==> config.mk <==
export PLATFORM = sky130hd
export DESIGN_NAME = id_stage
export DESIGN_NICKNAME = d
export VERILOG_FILES = /design/src/id_pkg.sv /design/src/id_decoder.sv /design/src/id_pipe_reg.sv /design/src/id_stage.sv
export SDC_FILE = /design/constraint.sdc
export NUM_CORES = 1
export LEC_CHECK = 0
export BUFFER_PORTS_ARGS = -buffer_cell sky130_fd_sc_hd__buf_2
export CORE_MARGIN = 2
export CORE_UTILIZATION = 43
export DETAILED_ROUTE_END_ITERATION = 8
export GPL_ROUTABILITY_DRIVEN = 0
export GPL_TIMING_DRIVEN = 0
export PLACE_DENSITY = 0.76
export REMOVE_ABC_BUFFERS = 1
export SETUP_SLACK_MARGIN = 0.15
export SLEW_MARGIN = 10
export SYNTH_ARGS = -nofsm -noshare
export SYNTH_HDL_FRONTEND = slang
export SYNTH_HIERARCHICAL = 1
export SYNTH_SLANG_ARGS = --single-unit
==> constraint.sdc <==
create_clock -name clk -period 1.4 [get_ports clk]
set_input_delay 0.14 -clock clk [delete_from_list [all_inputs] [get_ports clk]]
set_output_delay 0.14 -clock clk [all_outputs]
set_load 0.01 [all_outputs]
==> src/id_pkg.sv <==
package id_pkg;

    typedef logic [31:0] inst_t;
    typedef logic [4:0]  reg_addr_t;

    // major opcodes, OP_NOP is local to this core
    typedef enum logic [6:0] {
        OP_NOP    = 7'b0000001,
        OP_LOAD   = 7'b0000011,
        OP_FENCE  = 7'b0001111,
        OP_IMM    = 7'b0010011,
        OP_AUIPC  = 7'b0010111,
        OP_STORE  = 7'b0100011,
        OP_REG    = 7'b0110011,
        OP_LUI    = 7'b0110111,
        OP_BRANCH = 7'b1100011,
        OP_JALR   = 7'b1100111,
        OP_JAL    = 7'b1101111
    } id_opcode_e;

    // shared by OP_REG and OP_IMM (ADDI, SRI)
    typedef enum logic [2:0] {
        F3_ADD_SUB = 3'b000,
        F3_SLL     = 3'b001,
        F3_SLT     = 3'b010,
        F3_SLTU    = 3'b011,
        F3_XOR     = 3'b100,
        F3_SR      = 3'b101,
        F3_OR      = 3'b110,
        F3_AND     = 3'b111
    } id_f3_alu_e;

    typedef enum logic [2:0] {
        F3_MUL    = 3'b000,
        F3_MULH   = 3'b001,
        F3_MULHSU = 3'b010,
        F3_MULHU  = 3'b011,
        F3_DIV    = 3'b100,
        F3_DIVU   = 3'b101,
        F3_REM    = 3'b110,
        F3_REMU   = 3'b111
    } id_f3_muldiv_e;

    typedef enum logic [2:0] {
        F3_LB  = 3'b000,
        F3_LH  = 3'b001,
        F3_LW  = 3'b010,
        F3_LBU = 3'b100,
        F3_LHU = 3'b101
    } id_f3_load_e;

    typedef enum logic [2:0] {
        F3_SB = 3'b000,
        F3_SH = 3'b001,
        F3_SW = 3'b010
    } id_f3_store_e;

    typedef enum logic [2:0] {
        F3_BEQ  = 3'b000,
        F3_BNE  = 3'b001,
        F3_BLT  = 3'b100,
        F3_BGE  = 3'b101,
        F3_BLTU = 3'b110,
        F3_BGEU = 3'b111
    } id_f3_branch_e;

    localparam logic [6:0] F7_BASE   = 7'b0000000;
    localparam logic [6:0] F7_ALT    = 7'b0100000; // sub, sra
    localparam logic [6:0] F7_MULDIV = 7'b0000001;

    localparam inst_t NOP_WORD = 32'h0000_0001; // bubble word

    typedef struct packed {
        logic      reg1_re;
        reg_addr_t reg1_raddr;
        logic      reg2_re;
        reg_addr_t reg2_raddr;
        logic      reg_we;
        reg_addr_t reg_waddr;
    } id_rf_ctrl_t;

    typedef struct packed {
        logic sram_re;
        logic sram_we;
    } id_mem_ctrl_t;

    typedef struct packed {
        logic         valid;
        id_rf_ctrl_t  rf;
        id_mem_ctrl_t mem;
    } id_dec_t;

endpackage

==> src/id_decoder.sv <==
`timescale 1ns/1ps

module id_decoder (
    input  id_pkg::inst_t   inst_i,
    output id_pkg::id_dec_t dec_o
);

    id_pkg::id_opcode_e    opcode;
    logic [6:0]            funct7;
    id_pkg::reg_addr_t     rd;
    id_pkg::reg_addr_t     rs1;
    id_pkg::reg_addr_t     rs2;
    id_pkg::id_f3_muldiv_e f3_muldiv;
    id_pkg::id_f3_load_e   f3_load;
    id_pkg::id_f3_store_e  f3_store;
    id_pkg::id_f3_branch_e f3_branch;

    logic valid;
    logic r1_re;
    logic r2_re;
    logic rd_we;
    logic mem_re;
    logic mem_we;

    assign opcode = id_pkg::id_opcode_e'(inst_i[6:0]);
    assign rd     = inst_i[11:7];
    assign rs1    = inst_i[19:15];
    assign rs2    = inst_i[24:20];
    assign funct7 = inst_i[31:25];

    // one funct3 field, viewed per class
    assign f3_muldiv = id_pkg::id_f3_muldiv_e'(inst_i[14:12]);
    assign f3_load   = id_pkg::id_f3_load_e'(inst_i[14:12]);
    assign f3_store  = id_pkg::id_f3_store_e'(inst_i[14:12]);
    assign f3_branch = id_pkg::id_f3_branch_e'(inst_i[14:12]);

    always_comb begin
        valid  = 1'b0;
        r1_re  = 1'b0;
        r2_re  = 1'b0;
        rd_we  = 1'b0;
        mem_re = 1'b0;
        mem_we = 1'b0;

        case (opcode)
            id_pkg::OP_IMM: begin
                valid = 1'b1; // all eight funct3 codes legal
                r1_re = 1'b1;
                rd_we = 1'b1;
            end
            id_pkg::OP_REG: begin
                if (funct7 == id_pkg::F7_BASE || funct7 == id_pkg::F7_ALT) begin
                    valid = 1'b1;
                    r1_re = 1'b1;
                    r2_re = 1'b1;
                    rd_we = 1'b1;
                end else if (funct7 == id_pkg::F7_MULDIV) begin
                    valid = 1'b1;
                    r1_re = 1'b1;
                    r2_re = 1'b1;
                    case (f3_muldiv)
                        id_pkg::F3_MUL,
                        id_pkg::F3_MULH,
                        id_pkg::F3_MULHSU,
                        id_pkg::F3_MULHU: rd_we = 1'b1;
                        default:          rd_we = 1'b0; // div/rem write back later
                    endcase
                end
            end
            id_pkg::OP_LOAD: begin
                case (f3_load)
                    id_pkg::F3_LB, id_pkg::F3_LH, id_pkg::F3_LW,
                    id_pkg::F3_LBU, id_pkg::F3_LHU: begin
                        valid  = 1'b1;
                        r1_re  = 1'b1;
                        rd_we  = 1'b1;
                        mem_re = 1'b1;
                    end
                    default: valid = 1'b0;
                endcase
            end
            id_pkg::OP_STORE: begin
                case (f3_store)
                    id_pkg::F3_SB, id_pkg::F3_SH: begin
                        valid  = 1'b1;
                        r1_re  = 1'b1;
                        r2_re  = 1'b1;
                        mem_re = 1'b1; // partial word, read-modify-write
                        mem_we = 1'b1;
                    end
                    id_pkg::F3_SW: begin
                        valid  = 1'b1;
                        r1_re  = 1'b1;
                        r2_re  = 1'b1;
                        mem_we = 1'b1;
                    end
                    default: valid = 1'b0;
                endcase
            end
            id_pkg::OP_BRANCH: begin
                case (f3_branch)
                    id_pkg::F3_BEQ, id_pkg::F3_BNE, id_pkg::F3_BLT,
                    id_pkg::F3_BGE, id_pkg::F3_BLTU, id_pkg::F3_BGEU: begin
                        valid = 1'b1;
                        r1_re = 1'b1;
                        r2_re = 1'b1;
                    end
                    default: valid = 1'b0;
                endcase
            end
            id_pkg::OP_JAL, id_pkg::OP_LUI, id_pkg::OP_AUIPC: begin
                valid = 1'b1;
                rd_we = 1'b1;
            end
            id_pkg::OP_JALR: begin
                valid = 1'b1;
                r1_re = 1'b1;
                rd_we = 1'b1;
            end
            id_pkg::OP_FENCE, id_pkg::OP_NOP: begin
                valid = 1'b1; // no side effects here
            end
            default: valid = 1'b0;
        endcase
    end

    // addresses always follow the fields, enables qualify them
    always_comb begin
        dec_o.valid         = valid;
        dec_o.rf.reg1_re    = r1_re;
        dec_o.rf.reg1_raddr = rs1;
        dec_o.rf.reg2_re    = r2_re;
        dec_o.rf.reg2_raddr = rs2;
        dec_o.rf.reg_we     = rd_we;
        dec_o.rf.reg_waddr  = rd;
        dec_o.mem.sram_re   = mem_re;
        dec_o.mem.sram_we   = mem_we;
    end

endmodule

==> src/id_pipe_reg.sv <==
`timescale 1ns/1ps

module id_pipe_reg #(
    parameter int ADDR_W = 32
) (
    input  logic                 clk,
    input  logic                 rst_n_i,
    input  id_pkg::inst_t        inst_i,
    input  logic [ADDR_W-1:0]    inst_addr_i,
    input  id_pkg::id_dec_t      dec_i,
    input  logic                 halt_i,
    input  logic                 int_i,
    input  logic                 jump_i,
    input  logic                 hold_i,
    output id_pkg::inst_t        inst_o,
    output logic [ADDR_W-1:0]    inst_addr_o,
    output logic                 inst_valid_o,
    output id_pkg::id_rf_ctrl_t  rf_ctrl_o,
    output id_pkg::id_mem_ctrl_t mem_ctrl_o
);

    logic not_nop;
    logic bubble;

    assign not_nop = (inst_i != id_pkg::NOP_WORD);

    // halt > int > jump > hold
    always_comb begin
        if (halt_i) begin
            bubble = 1'b1;
        end else if (int_i && not_nop) begin
            bubble = 1'b1;
        end else if (jump_i && not_nop) begin
            bubble = 1'b1;
        end else if (hold_i) begin
            bubble = 1'b1;
        end else begin
            bubble = 1'b0;
        end
    end

    always_ff @(posedge clk) begin
        if (!rst_n_i) begin
            inst_o       <= '0;
            inst_addr_o  <= '0;
            inst_valid_o <= 1'b0;
            rf_ctrl_o    <= '0;
            mem_ctrl_o   <= '0;
        end else if (bubble) begin
            inst_o       <= id_pkg::NOP_WORD;
            inst_valid_o <= 1'b1;
            rf_ctrl_o    <= '0; // enables and addresses cleared
            mem_ctrl_o   <= '0;
            // inst_addr_o holds
        end else begin
            inst_o       <= inst_i;
            inst_addr_o  <= inst_addr_i;
            inst_valid_o <= dec_i.valid;
            rf_ctrl_o    <= dec_i.rf;
            mem_ctrl_o   <= dec_i.mem;
        end
    end

endmodule

==> src/id_stage.sv <==
`timescale 1ns/1ps

module id_stage #(
    parameter int ADDR_W = 32
) (
    input  logic                 clk,
    input  logic                 rst_n_i,
    input  id_pkg::inst_t        inst_i,
    input  logic [ADDR_W-1:0]    inst_addr_i,
    input  logic                 halt_i,    // from mem stage
    input  logic                 int_i,     // from ex
    input  logic                 jump_i,
    input  logic                 hold_i,
    output id_pkg::inst_t        inst_o,
    output logic [ADDR_W-1:0]    inst_addr_o,
    output logic                 inst_valid_o,
    output id_pkg::id_rf_ctrl_t  rf_ctrl_o,
    output id_pkg::id_mem_ctrl_t mem_ctrl_o
);

    id_pkg::id_dec_t dec;

    id_decoder i_id_decoder (
        .inst_i (inst_i),
        .dec_o  (dec)
    );

    id_pipe_reg #(
        .ADDR_W (ADDR_W)
    ) i_id_pipe_reg (
        .clk          (clk),
        .rst_n_i      (rst_n_i),
        .inst_i       (inst_i),
        .inst_addr_i  (inst_addr_i),
        .dec_i        (dec),
        .halt_i       (halt_i),
        .int_i        (int_i),
        .jump_i       (jump_i),
        .hold_i       (hold_i),
        .inst_o       (inst_o),
        .inst_addr_o  (inst_addr_o),
        .inst_valid_o (inst_valid_o),
        .rf_ctrl_o    (rf_ctrl_o),
        .mem_ctrl_o   (mem_ctrl_o)
    );

endmodule

==> out/metrics.csv <==
metric,value,unit
worst vdd rail ir drop,491,uV
met2 wire len,5550,um
number of storage elements in the synthesis netlist,85,
sequential share of the synthesized area,46.6,%
H-Tree Level Count,3,
area delta synth->final,40.3,%
synthesized area per cell,8.84,um^2
routed wire length on met3,1150,um
largest net degree at the start of global routing,38,
cell type with the highest aggregate area in the netlist,sky130_fd_sc_hd__dfxtp_1,
final core area utilization,62.4,%
Worst Setup Start Kind,input port,
maximum capacitance violations,0,
Static Leak,2.42,nW
count of vias placed by the detailed router,3868,
Fmax,0.730,GHz
actual slew at the worst max-slew pin,0.798,ns
Post-Syn Instances,413,
detailed-route wire length,11600,um
max-slew violation total from the final report,0,
Clock transition at path regs,0.10,ns
synthesized-area fraction occupied by and/or/nand/nor cells,26.4,%
data arrival time of the worst path,1.62,ns
nets@finish,632,
switching power as a share of total power,28.6,%
worst skew pair latency,0.35,ns
share of cells above drive strength 1,42.0,%
Compound-Gate Fraction of Synth Area,17.5,%
cell at the root of the clock tree,sky130_fd_sc_hd__clkbuf_8,
Metal-1 WL,4580,um
total power density per cell area,949,nW/um^2
Num CTS Buffers,9,
number of top-level design ports,155,
first-pass iteration count of the detailed router,4,
die span in x,96.2,um
wire length of the first global-routing pass,17400,um
Hold WC Path Type,in -> reg,
Clock Path Buffers,2,
"Data required, critical path",1.65,ns
post-route design area,5120,um^2
grt ovf,0,
Post-Syn Area,3650,um^2
number of standard-cell rows in the floorplan,33,
port buffer count,154,
final clock period utilization by the worst path,97.9,%
wire per inst,17.3,um
Top Metal Used,met4,
number of hold violations in the final report,0,
via count of the first global-routing pass,3556,
detailed-route DRC error count,0,
Final Total Pwr,4.86,mW
Synth Warn #,6,
overall die area,9250,um^2
Die H,96.2,um
Clock Sink Count,85,
Final setup viols,0,
count of cell types in the netlist,34,
cells taking the most area after synthesis,"sky130_fd_sc_hd__dfxtp_1 (47%), sky130_fd_sc_hd__a311o_1 (8.8%), sky130_fd_sc_hd__and3_1 (8.7%)",
multiplexer share of the synthesized area,0,%
number of nets with antenna violations after routing,0,
initial antenna violation count,0,
Worst Hold Path Cells,2,
starting density of the core,44.4,%
category of the most critical setup path,in -> reg,
xor/xnor share of the synthesized area,0,%
number of diodes added for antenna fixing,0,
fraction of synthesized cell area taken by the top area cell type,46.6,%
total core area,8220,um^2
setup repair after global routing missed its margin,yes,
run status,finished clean,
clock tree from TritonCTS,built,
setup clock skew after layout,0,ns
portion of total power attributed to sequential cells,52.1,%
global router's overall resource usage,24.3,%
reg2reg path depth,3,
part of the total power dissipated in combinational logic,13.2,%
drt via density,5.76,
switching pwr,1.39,mW
combinational family with the most area after synthesis,simple AND/OR/NAND/NOR gates,
adder-cell area share of the yosys netlist,0,%
proportion of power drawn by the clock network,34.8,%
sum of net half-perimeters after detailed placement,6790,um
type of destination of the critical path,flip-flop,
Slew headroom,46.7,%
cell-internal power,3.47,mW
biggest fanout along the worst timing path,8,
Final min period,1.37,ns
iteration-0 DRC count of the detailed router,144,
Post-DP Area,4330,um^2
power by group through the flow:
stage               Clock (mW)  Combinational (mW)  Sequential [mW]
floorplan                    0               0.196             2.62
global placement             0               0.506             2.58
detailed placement           0               0.528             2.59
CTS                       1.73               0.623             2.53
global route              1.83               0.693             2.54
finish                    1.69               0.641             2.53
path summary, 6_finish.rpt:
path,to,slack (ns),start
worst max-delay path,i_id_pipe_reg/inst_addr_o[16],0.03,inst_i[7]
worst min-delay path,i_id_pipe_reg/inst_o[24],0.02,inst_i[24]
worst max register to register,i_id_pipe_reg/inst_addr_o[2],0.49,i_id_pipe_reg/inst_addr_o[2]
worst min register to register,i_id_pipe_reg/inst_addr_o[30],0.54,i_id_pipe_reg/inst_addr_o[30]
metrics by stage:
stage	setup slack, ns	hold WS (ns)	setup TNS (ns)	cells
floorplan	-2.96	0.286	-236.47	352
global placement	-5.94	0.390	-482.75	611
detailed placement	-1.34	0.394	-102.48	620
CTS	0.0276	0.00416	0	669
global route	-0.0630	0.00884	-2.27	672
finish	0.0297	0.0203	0	672
cells in the mapped netlist:
master and count:
sky130_fd_sc_hd__a311o_1 32, sky130_fd_sc_hd__a21oi_1 4, sky130_fd_sc_hd__nor4bb_1 1, sky130_fd_sc_hd__nor2_1 5
sky130_fd_sc_hd__nor2b_1 1, sky130_fd_sc_hd__a21boi_0 2, sky130_fd_sc_hd__inv_1 1, sky130_fd_sc_hd__and3_1 51
sky130_fd_sc_hd__and2_1 1, sky130_fd_sc_hd__a21o_1 1, sky130_fd_sc_hd__o21ai_0 3, sky130_fd_sc_hd__nor4b_2 1
sky130_fd_sc_hd__nand4_1 2, sky130_fd_sc_hd__or3_1 1, sky130_fd_sc_hd__nor4b_1 1, sky130_fd_sc_hd__a211o_1 1
sky130_fd_sc_hd__or2_1 3, sky130_fd_sc_hd__a211oi_1 1, sky130_fd_sc_hd__nor4_1 8, sky130_fd_sc_hd__a2111oi_4 1
sky130_fd_sc_hd__o211ai_1 1, sky130_fd_sc_hd__o21ai_1 1, sky130_fd_sc_hd__buf_2 4, sky130_fd_sc_hd__dfxtp_1 85
sky130_fd_sc_hd__o22ai_1 33, sky130_fd_sc_hd__nor3_1 34, sky130_fd_sc_hd__nor3b_1 2, sky130_fd_sc_hd__clkbuf_1 32
sky130_fd_sc_hd__nand2b_1 2, sky130_fd_sc_hd__buf_6 4, sky130_fd_sc_hd__or3_4 2, sky130_fd_sc_hd__nand2_1 67
sky130_fd_sc_hd__nand3_1 4, sky130_fd_sc_hd__buf_4 21
cell usage in the layout (no fill, tap or decap), types with 5 or more instances in the layout:
cell type / count
sky130_fd_sc_hd__buf_2: 144
sky130_fd_sc_hd__dfxtp_1: 85
sky130_fd_sc_hd__nand2_1: 66
sky130_fd_sc_hd__and3_1: 49
sky130_fd_sc_hd__o22ai_1: 33
sky130_fd_sc_hd__a311o_1: 32
sky130_fd_sc_hd__nor3_1: 26
sky130_fd_sc_hd__buf_4: 22
sky130_fd_sc_hd__buf_6: 15
sky130_fd_sc_hd__clkbuf_8: 9
sky130_fd_sc_hd__nor3_2: 8
sky130_fd_sc_hd__or2_4: 5
cells by family after synthesis:
kind of cell,count (synthesis)
DFF,85
buffers and inverters,62
and+or+nand+nor,186
AOI/OAI and AO/OA,80
flip-flops by register name, indices dropped and copies added, names as in the netlist:
register,cells
i_id_pipe_reg/inst_addr_o,32
i_id_pipe_reg/inst_valid_o,1
i_id_pipe_reg/mem_ctrl_o,2
i_id_pipe_reg/inst_o,32
i_id_pipe_reg/rf_ctrl_o,18
critical path, cell delays in order:
cell and delay [ns]:
sky130_fd_sc_hd__buf_4 0.13, sky130_fd_sc_hd__nor4_4 0.29, sky130_fd_sc_hd__nand4_1 0.24, sky130_fd_sc_hd__buf_6 0.21, sky130_fd_sc_hd__or2_4 0.31, sky130_fd_sc_hd__a311o_1 0.29
layout make-up:
| cell class | instances | area [um^2] |
|---|---|---|
| clock buffer | 9 | 124 |
| inverter | 1 | 3.75 |
| multi-input combinational | 272 | 1830 |
| fill | 732 | 3090 |
| timing repair buffer | 193 | 1270 |
| sequential | 85 | 1700 |
| clock inverter | 7 | 62.6 |
| tap | 105 | 131 |
routing by layer:
| layer | up-vias | global-route usage [%] |
|---|---|---|
| met2 | 232 | 39.8 |
| met4 | 0 | 11.2 |
| met5 | - | 0 |
| met3 | 30 | 5.32 |
| li1 | 1807 | - |
| met1 | 1799 | 30.3 |
what timing repair did:
action | CTS | global route
setup endpoints to repair | 85 | 85
cloned | 9 | 1
hold endpoints to repair | 5 | 0
hold buffers | 3 | 0
pin swaps | 51 | 10
resized for setup | 47 | 13
buffers inserted | 21 | 2
(Power assumes the default switching activity.)
